**src/verilog/residuPkg.sv**
```systemverilog
package residuPkg;

	//////////////////////////////////////////////////////////////////////
	// Filter constants
	//////////////////////////////////////////////////////////////////////
	localparam int unsigned tapCount = 11;
	localparam int unsigned sampleWidth = 16;
	localparam int unsigned accWidth = 32;
	localparam int unsigned shiftAmount = 3;
	localparam logic signed [accWidth-1:0] roundBias = 32'sh0000_8000;

	// Saturation limits of the 32-bit word
	localparam logic signed [accWidth-1:0] maxWord = 32'sh7fff_ffff;
	localparam logic signed [accWidth-1:0] minWord = 32'sh8000_0000;

	typedef logic [3:0] tapIndex_t;
	typedef logic signed [sampleWidth-1:0] sample_t;

	// Element j holds x[n-j]
	typedef sample_t [tapCount-1:0] sampleWindow_t;

	// Accumulator seen whole, or split for round
	typedef union packed {
		logic signed [accWidth-1:0] word;
		struct packed {
			logic [sampleWidth-1:0] high;
			logic [sampleWidth-1:0] low;
		} halves;
	} accWord_u;

	//////////////////////////////////////////////////////////////////////
	// Saturating basic operations
	//////////////////////////////////////////////////////////////////////
	function automatic logic signed [accWidth-1:0] lAdd(logic signed [accWidth-1:0] a,
		logic signed [accWidth-1:0] b);
		logic signed [accWidth:0] sum;
		sum = {a[accWidth-1], a} + {b[accWidth-1], b};
		// Carry into the guard bit disagrees with the sign on overflow
		if (sum[accWidth] != sum[accWidth-1])
			return sum[accWidth] ? minWord : maxWord;
		return sum[accWidth-1:0];
	endfunction

	function automatic logic signed [accWidth-1:0] lMult(sample_t a, sample_t b);
		logic signed [accWidth-1:0] prod;
		prod = a * b;
		// Only -32768 squared overflows the doubling
		if (prod == 32'sh4000_0000)
			return maxWord;
		return prod <<< 1;
	endfunction

	function automatic logic signed [accWidth-1:0] lMac(logic signed [accWidth-1:0] acc,
		sample_t a, sample_t b);
		return lAdd(acc, lMult(a, b));
	endfunction

	function automatic logic signed [accWidth-1:0] lShl(logic signed [accWidth-1:0] v,
		int unsigned n);
		logic signed [accWidth-1:0] shifted;
		shifted = v <<< n;
		// Bits lost off the top show up when shifting back
		if ((shifted >>> n) != v)
			return v[accWidth-1] ? minWord : maxWord;
		return shifted;
	endfunction

	function automatic sample_t roundHigh(accWord_u v);
		accWord_u biased;
		biased.word = lAdd(v.word, roundBias);
		return sample_t'(biased.halves.high);
	endfunction

endpackage

```
**src/verilog/coefBank.sv**
```systemverilog
`timescale 1ns/1ps

module coefBank (
	input logic clk,
	input logic reset,
	input logic coefWrite,
	input residuPkg::tapIndex_t coefAddr,
	input residuPkg::sample_t coefData,
	input residuPkg::tapIndex_t tapSel,
	output residuPkg::sample_t coefOut
);
	import residuPkg::*;

	sample_t coefs [tapCount];

	// One coefficient per write, all cleared at reset
	always_ff @(posedge clk)
	begin
		if (reset)
		begin
			for (int i = 0; i < tapCount; i++)
				coefs[i] <= '0;
		end
		else if (coefWrite && coefAddr < tapCount)
			coefs[coefAddr] <= coefData;
	end

	// Combinational read for the MAC stage
	assign coefOut = (tapSel < tapCount) ? coefs[tapSel] : '0;

	//////////////////////////////////////////////////////////////////////
	// Checks
	//////////////////////////////////////////////////////////////////////

	// Writes outside the tap range would be silently dropped
	coefAddrInRange: assert property (
		@(posedge clk) disable iff (reset)
		coefWrite |-> coefAddr < tapCount
	)
	else
		$error("coefBank write to address %0d", coefAddr);

endmodule

```
**src/verilog/macStage.sv**
```systemverilog
`timescale 1ns/1ps

module macStage (
	input logic clk,
	input logic reset,
	input logic windowReq,
	input residuPkg::sampleWindow_t window,
	output logic windowAck,
	output residuPkg::tapIndex_t tapSel,
	input residuPkg::sample_t coefOut,
	output logic accReq,
	output residuPkg::accWord_u acc,
	input logic accAck
);
	import residuPkg::*;

	sampleWindow_t capWindow;
	sample_t tapSample;
	logic accumulating;
	logic idle;
	logic lastTap;
	logic capture;

	// Idle only after window and accumulator handshakes are both closed
	assign idle = !accumulating && !accReq && !accAck && !windowAck;
	assign capture = windowReq && idle;
	assign lastTap = tapSel == tapIndex_t'(tapCount - 1);
	assign tapSample = capWindow[tapSel];

	//////////////////////////////////////////////////////////////////////
	// Controller
	//////////////////////////////////////////////////////////////////////
	always_ff @(posedge clk)
	begin
		if (reset)
		begin
			windowAck <= 1'b0;
			accumulating <= 1'b0;
			tapSel <= '0;
			accReq <= 1'b0;
		end
		else
		begin
			// Window side
			if (capture)
			begin
				windowAck <= 1'b1;
				accumulating <= 1'b1;
				tapSel <= '0;
			end
			else if (windowAck && !windowReq)
				windowAck <= 1'b0;

			// One tap per cycle, hand off after the last
			if (accumulating)
			begin
				if (lastTap)
				begin
					accumulating <= 1'b0;
					accReq <= 1'b1;
				end
				else
					tapSel <= tapSel + 1'b1;
			end

			if (accReq && accAck)
				accReq <= 1'b0;
		end
	end

	//////////////////////////////////////////////////////////////////////
	// Datapath
	//////////////////////////////////////////////////////////////////////
	always_ff @(posedge clk)
	begin
		if (capture)
			capWindow <= window;
		if (accumulating)
		begin
			// Tap 0 starts a fresh sum
			if (tapSel == '0)
				acc.word <= lMult(coefOut, tapSample);
			else
				acc.word <= lMac(acc.word, coefOut, tapSample);
		end
	end

	//////////////////////////////////////////////////////////////////////
	// Checks
	//////////////////////////////////////////////////////////////////////
	tapInRange: assert property (
		@(posedge clk) disable iff (reset)
		accumulating |-> tapSel < tapCount
	)
	else
		$error("macStage tap index %0d out of range", tapSel);

endmodule

```
**src/verilog/residuFilter.sv**
```systemverilog
`timescale 1ns/1ps

module residuFilter (
	input logic clk,
	input logic reset,
	input logic coefWrite,
	input residuPkg::tapIndex_t coefAddr,
	input residuPkg::sample_t coefData,
	input logic sampleReq,
	input residuPkg::sample_t sampleData,
	output logic sampleAck,
	output logic resultReq,
	output residuPkg::sample_t resultData,
	input logic resultAck
);
	import residuPkg::*;

	// History to MAC
	logic windowReq;
	logic windowAck;
	sampleWindow_t window;

	// MAC to round
	logic accReq;
	logic accAck;
	accWord_u acc;

	// Coefficient read path
	tapIndex_t tapSel;
	sample_t coefOut;

	coefBank coefBank_i (
		.clk(clk),
		.reset(reset),
		.coefWrite(coefWrite),
		.coefAddr(coefAddr),
		.coefData(coefData),
		.tapSel(tapSel),
		.coefOut(coefOut)
	);

	sampleHistory sampleHistory_i (
		.clk(clk),
		.reset(reset),
		.sampleReq(sampleReq),
		.sampleData(sampleData),
		.sampleAck(sampleAck),
		.windowReq(windowReq),
		.window(window),
		.windowAck(windowAck)
	);

	macStage macStage_i (
		.clk(clk),
		.reset(reset),
		.windowReq(windowReq),
		.window(window),
		.windowAck(windowAck),
		.tapSel(tapSel),
		.coefOut(coefOut),
		.accReq(accReq),
		.acc(acc),
		.accAck(accAck)
	);

	roundStage roundStage_i (
		.clk(clk),
		.reset(reset),
		.accReq(accReq),
		.acc(acc),
		.accAck(accAck),
		.resultReq(resultReq),
		.resultData(resultData),
		.resultAck(resultAck)
	);

endmodule

```
**src/verilog/roundStage.sv**
```systemverilog
`timescale 1ns/1ps

module roundStage (
	input logic clk,
	input logic reset,
	input logic accReq,
	input residuPkg::accWord_u acc,
	output logic accAck,
	output logic resultReq,
	output residuPkg::sample_t resultData,
	input logic resultAck
);
	import residuPkg::*;

	accWord_u shifted;
	logic held;
	logic draining;
	logic capture;

	assign shifted.word = lShl(acc.word, shiftAmount);
	// New word only once the previous result has fully left
	assign capture = accReq && !accAck && !held && !resultReq && !draining;

	//////////////////////////////////////////////////////////////////////
	// Handshakes
	//////////////////////////////////////////////////////////////////////
	always_ff @(posedge clk)
	begin
		if (reset)
		begin
			accAck <= 1'b0;
			held <= 1'b0;
			resultReq <= 1'b0;
			draining <= 1'b0;
		end
		else
		begin
			if (capture)
			begin
				accAck <= 1'b1;
				held <= 1'b1;
			end
			else if (accAck && !accReq)
				accAck <= 1'b0;

			// Output side, req one cycle after capture
			if (held && !resultAck)
			begin
				held <= 1'b0;
				resultReq <= 1'b1;
			end
			else if (resultReq && resultAck)
			begin
				resultReq <= 1'b0;
				draining <= 1'b1;
			end
			else if (draining && !resultAck)
				draining <= 1'b0;
		end
	end

	// Result computed on capture and held through the output handshake
	always_ff @(posedge clk)
	begin
		if (capture)
			resultData <= roundHigh(shifted);
	end

	//////////////////////////////////////////////////////////////////////
	// Checks
	//////////////////////////////////////////////////////////////////////
	reqAfterAckLow: assert property (
		@(posedge clk) disable iff (reset)
		$rose(resultReq) |-> $past(!resultAck)
	)
	else
		$error("roundStage raised resultReq with resultAck still high");

endmodule

```
**src/verilog/sampleHistory.sv**
```systemverilog
`timescale 1ns/1ps

module sampleHistory (
	input logic clk,
	input logic reset,
	input logic sampleReq,
	input residuPkg::sample_t sampleData,
	output logic sampleAck,
	output logic windowReq,
	output residuPkg::sampleWindow_t window,
	input logic windowAck
);
	import residuPkg::*;

	logic windowFree;
	logic takeSample;

	// Window output free once both phases of the last transfer closed
	assign windowFree = !windowReq && !windowAck;
	assign takeSample = sampleReq && !sampleAck && windowFree;

	//////////////////////////////////////////////////////////////////////
	// Input handshake
	//////////////////////////////////////////////////////////////////////
	always_ff @(posedge clk)
	begin
		if (reset)
			sampleAck <= 1'b0;
		else if (takeSample)
			sampleAck <= 1'b1;
		else if (sampleAck && !sampleReq)
			sampleAck <= 1'b0;
	end

	//////////////////////////////////////////////////////////////////////
	// Delay line and window handshake
	//////////////////////////////////////////////////////////////////////
	always_ff @(posedge clk)
	begin
		if (reset)
		begin
			window <= '0;
			windowReq <= 1'b0;
		end
		else
		begin
			if (takeSample)
			begin
				// Newest sample lands in element 0
				window <= {window[tapCount-2:0], sampleData};
				windowReq <= 1'b1;
			end
			else if (windowReq && windowAck)
				windowReq <= 1'b0;
		end
	end

	//////////////////////////////////////////////////////////////////////
	// Checks
	//////////////////////////////////////////////////////////////////////

	// MAC stage samples the window on its ack, so it must not move before
	windowHeld: assert property (
		@(posedge clk) disable iff (reset)
		windowReq && !windowAck |=> $stable(window)
	)
	else
		$error("sampleHistory window changed before windowAck");

endmodule
```
**config.mk**
```make
export PLATFORM = sky130hd
export DESIGN_NAME = residuFilter
export DESIGN_NICKNAME = d
export VERILOG_FILES = /design/src/verilog/residuPkg.sv /design/src/verilog/coefBank.sv /design/src/verilog/macStage.sv /design/src/verilog/residuFilter.sv /design/src/verilog/roundStage.sv /design/src/verilog/sampleHistory.sv
export SDC_FILE = /design/constraint.sdc
export NUM_CORES = 2
export LEC_CHECK = 0
export BUFFER_PORTS_ARGS = -buffer_cell sky130_fd_sc_hd__buf_2
export CAP_MARGIN = 20
export CORE_ASPECT_RATIO = 0.75
export CORE_UTILIZATION = 30
export CTS_CLUSTER_SIZE = 16
export DETAILED_ROUTE_END_ITERATION = 8
export GPL_ROUTABILITY_DRIVEN = 1
export PLACE_DENSITY_LB_ADDON = 0.15
export SLEW_MARGIN = 30
export SYNTH_ARGS = -nofsm -noshare
export SYNTH_HDL_FRONTEND = slang
export SYNTH_SLANG_ARGS = --single-unit
```
**constraint.sdc**
```tcl
create_clock -name clk -period 23.9 [get_ports clk]
set_clock_uncertainty 0.1 [all_clocks]
set_input_delay 4.78 -clock clk [delete_from_list [all_inputs] [get_ports clk]]
set_output_delay 4.78 -clock clk [all_outputs]
set_load 0.02 [all_outputs]
```
# Word level (Yosys, flattened, before mapping)
# Memory sizes are Yosys's and may differ from the RTL's. A register that Yosys moved wholly into a read port is not among the register bits.
# Index checks and enable logic that the tools add are counted.
[totals]
ff_bits = 413
latch_bits = 0
ramBits = 176
romBits = 0
input_bits = 41
memories = 1
[memory_table]
columns = ["name", "words", "width", "read_ports", "rd_ports_with_merged_regs", "write_ports", "line_no", "source"]
rows = [
  ["coefBank_i.coefs", 11, 16, 1, 1, 11, "coefBank.sv:14", "sample_t coefs [tapCount];"],
]
[classes]
add_sub_neg = 3
mul = 1
div = 0
magnitude_cmp = 3
eq_ne = 5
shift = 0
mux = 56
bitwise = 1
reduce_logical = 43
[op_table]
columns = ["operator", "n"]
rows = [
  ["$mux 32", 15],
  ["$bmux 16 s4", 1],
  ["$mux 16", 3],
  ["$add 32x17->33 const B", 1],
  ["$add 32x32->33", 1],
  ["$eq 32x32->1 const B", 1],
  ["$mul 16x16->32", 1],
  ["$mux 1", 32],
  ["$logic_and 1x1->1", 20],
  ["$mux 4", 5],
  ["$reduce_or 16->1", 1],
  ["$reduce_bool 2->1", 6],
  ["$logic_not 1->1", 11],
  ["$lt 4x4->1 const B", 2],
  ["$lt 4x5->1 const B", 1],
  ["$add 4x1->4 const B", 1],
  ["$eq 4x4->1 const B", 1],
  ["$logic_not 4->1", 1],
  ["$reduce_and 2->1", 2],
  ["$reduce_or 2->1", 2],
  ["$ne 1x3->1", 1],
  ["$ne 1x1->1", 2],
  ["$not 1->1", 1],
]

# Depth between registers and ports, before layout
[depth]
depth_word = 17
mapped_depth = 48
mapped_depth_nobuf = 41

# Cells and area by module
# Synthesis repeated with hierarchy kept, for this count alone.
[unflattened]
cells_unflattened = 3230
area_unflattened_um2 = 37405.9
[modules_own_cells]
columns = ["module", "instances", "cells_each", "area_per_inst_um2"]
rows = [
  ["macStage", 1, 1899, 20933.8],
  ["coefBank", 1, 573, 8194.1],
  ["sampleHistory", 1, 593, 6806.5],
  ["roundStage", 1, 165, 1471.4],
]

# Worst setup path before layout
# OpenSTA, ideal clock, no wires.
[synth_path]
path_type = "register -> register"
startpoint = "reg macStage_i.accumulating"
endpoint = "reg macStage_i.tapSel[1]"
setup_ns = 0.136
t_arrival_ns = 19.224
t_required_ns = 23.664
setup_slack_ns = 4.440
stages_incl_launch_ff = 5
path_buffers = 0
synth_period_minus_slack_ns = 19.460
cell_sequence = "dfxtp_1 > nor4_1 > a21oi_1 > a32oi_1 > nor2_1"
[synth_between]
elab_chain_len = 8
[synth_rtl]
columns = ["item", "line_no", "source"]
rows = [
  ["start: declaration", "macStage.sv:19", "logic accumulating;"],
  ["start signal: assignment", "macStage.sv:38", "accumulating <= 1'b0;"],
  ["start signal: assignment", "macStage.sv:48", "accumulating <= 1'b1;"],
  ["start signal: assignment", "macStage.sv:59", "accumulating <= 1'b0;"],
  ["$logic_not 1->1 *", "macStage.sv:25", "assign idle = !accumulating && !accReq && !accAck && !windowAck;"],
  ["$logic_and 1x1->1 * (3 in a row)", "macStage.sv:25", ""],
  ["$logic_and 1x1->1 *", "macStage.sv:26", "assign capture = windowReq && idle;"],
  ["net macStage_i.capture", "macStage.sv:22", "logic capture;"],
  ["$mux 4 *", "macStage.sv:45", "if (capture)"],
  ["$mux 4", "macStage.sv:57", "if (lastTap)"],
  ["$mux 4 *", "macStage.sv:55", "if (accumulating)"],
  ["end signal: assignment", "macStage.sv:63", "tapSel <= tapSel + 1'b1;"],
  ["end: declaration", "macStage.sv:9", "output residuPkg::tapIndex_t tapSel,"],
]
# The timed path passes the listed nets; every way through them passes the cells marked *.
# A chain may end at the register's enable or synchronous reset.

# Final worst setup path
[layout_path]
startpoint = "reg macStage_i.tapSel[1]"
endpoint = "reg macStage_i.acc[9] (netlist name), data pin"
[layout_between]
elab_chain_len = 17
elab_cells_between_ends = 25
classes_between = "1 x add/sub; 1 x mul; 1 x order compare; 2 x eq/ne; 19 x mux; 1 x reduce/logical"
[layout_rtl]
columns = ["item", "line_no", "source"]
rows = [
  ["$lt 4x4->1 / $bmux 16 s4 (equally long branches)", "coefBank.sv:29, macStage.sv:28", ""],
  ["$mux 16, on equally long branches", "coefBank.sv:29, macStage.sv:28", ""],
  ["$mul 16x16->32", "residuPkg.sv:46", "prod = a * b;"],
  ["$eq 32x32->1", "residuPkg.sv:48", "if (prod == 32'sh4000_0000)"],
  ["$mux 1", "residuPkg.sv:48", ""],
  ["$mux 1", "macStage.sv:81", "if (tapSel == '0)"],
  ["$mux 1", "macStage.sv:78", "if (accumulating)"],
  ["$mux 32", "residuPkg.sv:50", "return prod <<< 1;"],
  ["$mux 32", "macStage.sv:81", ""],
  ["$mux 32", "macStage.sv:78", ""],
  ["$add 32x32->33", "residuPkg.sv:37", "sum = {a[accWidth-1], a} + {b[accWidth-1], b};"],
  ["$ne 1x1->1", "residuPkg.sv:39", "if (sum[accWidth] != sum[accWidth-1])"],
  ["$mux 1", "residuPkg.sv:39", ""],
  ["$mux 1", "macStage.sv:81", ""],
  ["$mux 1", "macStage.sv:78", ""],
  ["$mux 32", "residuPkg.sv:41", "return sum[accWidth-1:0];"],
  ["$mux 32 *", "macStage.sv:81", ""],
  ["end: declaration", "macStage.sv:12", "output residuPkg::accWord_u acc,"],
]
# Every way passes the cells marked *; elsewhere a longest branch is shown, timed or not. The select of a mux whose other input is x is not followed.

==> results.txt <==
In this run the number of H-tree levels came out at 3. The half-perimeter wire length after placement came out at 66.84 mm. The die covers 0.1206 mm2. For this design, the slowest cell found on the critical path is sky130_fd_sc_hd__dfxtp_4.

The setup-violating endpoint count in the final report is 0. The first-pass iteration count of the detailed router is 6. The number of placement rows is 109. The die is 301.0 um tall. The mean instance size in the synthesized netlist came out at 10.60 um2. The required arrival time at the worst endpoint came out at 24.15 ns. Headroom to the max-slew limit came out at 33.27%.

The initial antenna violation count came to 0. Ranked by total cell area, the synthesized netlist is headed by sky130_fd_sc_hd__edfxtp_1 (34%), sky130_fd_sc_hd__fa_1 (15%), sky130_fd_sc_hd__dfxtp_1 (11%). The global-route usage over all layers came out at 16.49%. After detailed routing, the number of remaining DRC violations is 0. The number of buffers and inverters on the critical path is 6. The number of buffers on the longest clock path is 3. Among all cell types in the netlist, the one instantiated most often is sky130_fd_sc_hd__nand2_1.

The number of distinct library cell variants in the gate-level netlist after synthesis came out at 97. From synthesis to final layout, the design area changed by 12.35%. The final antenna-violating net count came out at 0. The die width is 400.6 um. The global placement routability congestion came out at 0.8596. The tree is rooted in a sky130_fd_sc_hd__clkbuf_16. The number of sinks on the clock net is 605. The transition time of the tightest slew-check pin came out at 0.9985 ns. Max-cap violations in this run came to 0.

The count of synthesis-stage warnings from yosys came out at 0. The gate count after technology mapping came out at 3373. The min-delay analysis places its worst path in the category flop to flop. The fraction of final layout cells sized beyond drive strength 1 is 11.88%.

The commonest cells after synthesis are sky130_fd_sc_hd__nand2_1 (583), sky130_fd_sc_hd__nor2_1 (411), sky130_fd_sc_hd__edfxtp_1 (400). The first-pass GRT wire length came out at 153.1 mm. For the worst-skew pair, the clock arrives at the later sink with an insertion delay of 0.65 ns.

The detail-routed net length per standard cell came out at 19.51 um. The worst setup path is of the flop to flop kind. The number of endpoints with negative hold slack in the final report is 0. In this run the worst path has a maximum fanout of 38. Based on the critical path, the design can be clocked at up to 69.94 MHz. TritonCTS built the clock tree.

Using the TritonRoute via totals, the vias-per-cell ratio works out to 4.863. After Yosys synthesis, and, or, nand and nor cells account for 13.80% of the synthesized area. The final wirelength came out at 97.49 mm. The xor/xnor cell area share of the yosys netlist came out at 1.603%. The worst endpoint data arrival time is 14.54 ns. The critical path launch point type is a flop.

The largest family of logic cells by synthesized area is adder cells. The post-synthesis cell type with the largest combined area is sky130_fd_sc_hd__edfxtp_1. The number of setup buffers added after CTS is 0. The sequential area share after synthesis is 45.07%. The iteration-0 DRC count of the detailed router is 1785. The proportion of synthesized area in mux cells is 5.704%. Clock-pin slew was measured on the worst setup and hold paths at 0.06 ns.

The number of hold-repair buffers added at the cts stage is 0. The number of synthesized flops with an enable pin came out at 400. In this run, CTS created clock tree buffers numbering 68. Counting flops with an async set or reset pin after synthesis yields a share of 0%. The flip-flop and latch count after synthesis is 605.

Setup repair after global routing left no endpoint under its margin. The flow ran to the end, and the final reports show no timing, DRC or antenna violations. For this configuration, the core starts out at a cell density of 30.31%. The number of max-slew violations in the final report came out at 0.

In this design, the critical path's most frequently occurring cell is sky130_fd_sc_hd__fa_1. The gate family responsible for the most delay along the worst path is compound AO/OA/AOI/OAI gates. The total negative setup slack is 0 ns. Summing every instance area after synthesis gives 0.03576 mm2. STA classifies the critical path endpoint as a flop. The fraction of the mapped netlist area in adder cells came out at 18.88%. The area of the core came out at 0.1180 mm2. Among all flip-flop cells after synthesis, the most frequent one is sky130_fd_sc_hd__edfxtp_1. Entering global routing, the biggest net connects 177 pins. The stage delay of the slowest cell on the critical path came out at 0.72 ns. During I/O placement, the number of pins put on the boundary was 59.

The part of the cycle the worst path needs came out at 59.82%. The antenna diode count came out at 0. The overall via count from detail_route came out at 24299.

The number of global-route vias before repair came out at 24822. The synthesized-area fraction occupied by ao, oa, aoi and oai cells is 9.833%. The number of buffer cells added on primary ports came out at 58.

The final-stage net count is 3810. Of the post-synthesis cell area, the dominant cell type holds 33.59%. The global-route congestion overflow total is 0. The number of cells upsized or downsized after cts came out at 0.

The routed design could run at a clock period as short as 14.30 ns.
cell usage in the layout, fill, tap and decap left out, types with 10 or more instances in the layout:
master,instances
sky130_fd_sc_hd__fa_1,263
sky130_fd_sc_hd__inv_1,278
sky130_fd_sc_hd__a31oi_1,11
sky130_fd_sc_hd__mux2i_1,11
sky130_fd_sc_hd__mux4_2,74
sky130_fd_sc_hd__xor2_1,22
sky130_fd_sc_hd__clkinv_1,10
sky130_fd_sc_hd__buf_2,58
sky130_fd_sc_hd__mux2_2,22
sky130_fd_sc_hd__ha_1,118
sky130_fd_sc_hd__edfxtp_1,400
sky130_fd_sc_hd__dfxtp_1,201
sky130_fd_sc_hd__nand4_1,16
sky130_fd_sc_hd__nand2_1,582
sky130_fd_sc_hd__clkinv_2,13
sky130_fd_sc_hd__nand2_2,27
sky130_fd_sc_hd__buf_4,56
sky130_fd_sc_hd__a221oi_1,10
sky130_fd_sc_hd__a21o_1,29
sky130_fd_sc_hd__a22oi_1,44
sky130_fd_sc_hd__o211ai_1,10
sky130_fd_sc_hd__or2_2,11
sky130_fd_sc_hd__conb_1,16
sky130_fd_sc_hd__nand2b_1,12
sky130_fd_sc_hd__clkbuf_16,70
sky130_fd_sc_hd__nor3_1,23
sky130_fd_sc_hd__a21oi_1,293
sky130_fd_sc_hd__xnor2_1,39
sky130_fd_sc_hd__o21a_1,15
sky130_fd_sc_hd__nor2_1,409
sky130_fd_sc_hd__nand3_1,21
sky130_fd_sc_hd__o21ai_0,60
logic make-up (layout without fill, tap and decap cells):
group	after synthesis	count (layout)
AND/OR/NAND/NOR	1179	1179
flip-flops	605	605
AO/OA/AOI/OAI	566	566
buffers and inverters	469	524
adder cells (fa/ha/maj)	382	382
multiplexers	108	108
XOR/XNOR	63	63
other	1	16
flip-flops by register name, indices dropped and copies added (netlist names), 4 cells and up:
register,flops
macStage_i.tapSel,4
roundStage_i.resultData,16
sampleHistory_i.window,176
coefBank_i.coefs,192
macStage_i.acc,32
macStage_i.capWindow,176
layer usage:
metal / wire length [um] / vias to the layer above / share of wire [%] / GRT usage (%)
li1: - / 11500 / - / -
met1: 49510 / 12220 / 51 / 24.76
met5: 92 / - / 0.094 / 0.5458
met4: 1886 / 2 / 1.9 / 3.919
met3: 4356 / 113 / 4.5 / 2.666
met2: 41640 / 464 / 43 / 24.56
through the flow:
stage | util, % | instances | hold slack, ns | worst slack, ns | area, um2
3_3_place_gp | 32.04 | 4870 | 0.3117 | 9.642 | 37790
4_1_cts | 34.04 | 4997 | 0.3114 | 9.830 | 40160
3_5_place_dp | 32.07 | 4872 | 0.3132 | 9.897 | 37840
6_report | 34.05 | 4997 | 0.3136 | 9.602 | 40170
2_1_floorplan | - | 3388 | 0.3081 | 4.440 | 35810
5_1_grt | 34.05 | 4997 | 0.3274 | 8.789 | 40170
area by class of cell:
class / instances / area [um2]
Inverter: 281 / 1055
Sequential cell: 605 / 16130
Clock inverter: 39 / 437.9
Clock buffer: 86 / 1882
Tap cell: 1554 / 1944
Fill cell: 11963 / 77800
Multi-Input combinational cell: 2314 / 17950
Timing Repair Buffer: 118 / 775.7
final timing paths:
| kind | from | end | slack (ns) | cells past startpoint |
|---|---|---|---|---|
| setup / recovery | macStage_i.tapSel[1] | macStage_i.acc[9] | 9.60 | 38 |
| hold / removal | sampleHistory_i.window[174] | macStage_i.capWindow[174] | 0.31 | 0 |
| setup reg to reg | macStage_i.tapSel[1] | macStage_i.acc[9] | 9.60 | 38 |
| hold reg to reg | sampleHistory_i.window[174] | macStage_i.capWindow[174] | 0.31 | 0 |
Power is not shown: default switching activity piles up to over one toggle a cycle in this logic, so the estimate is an artifact.
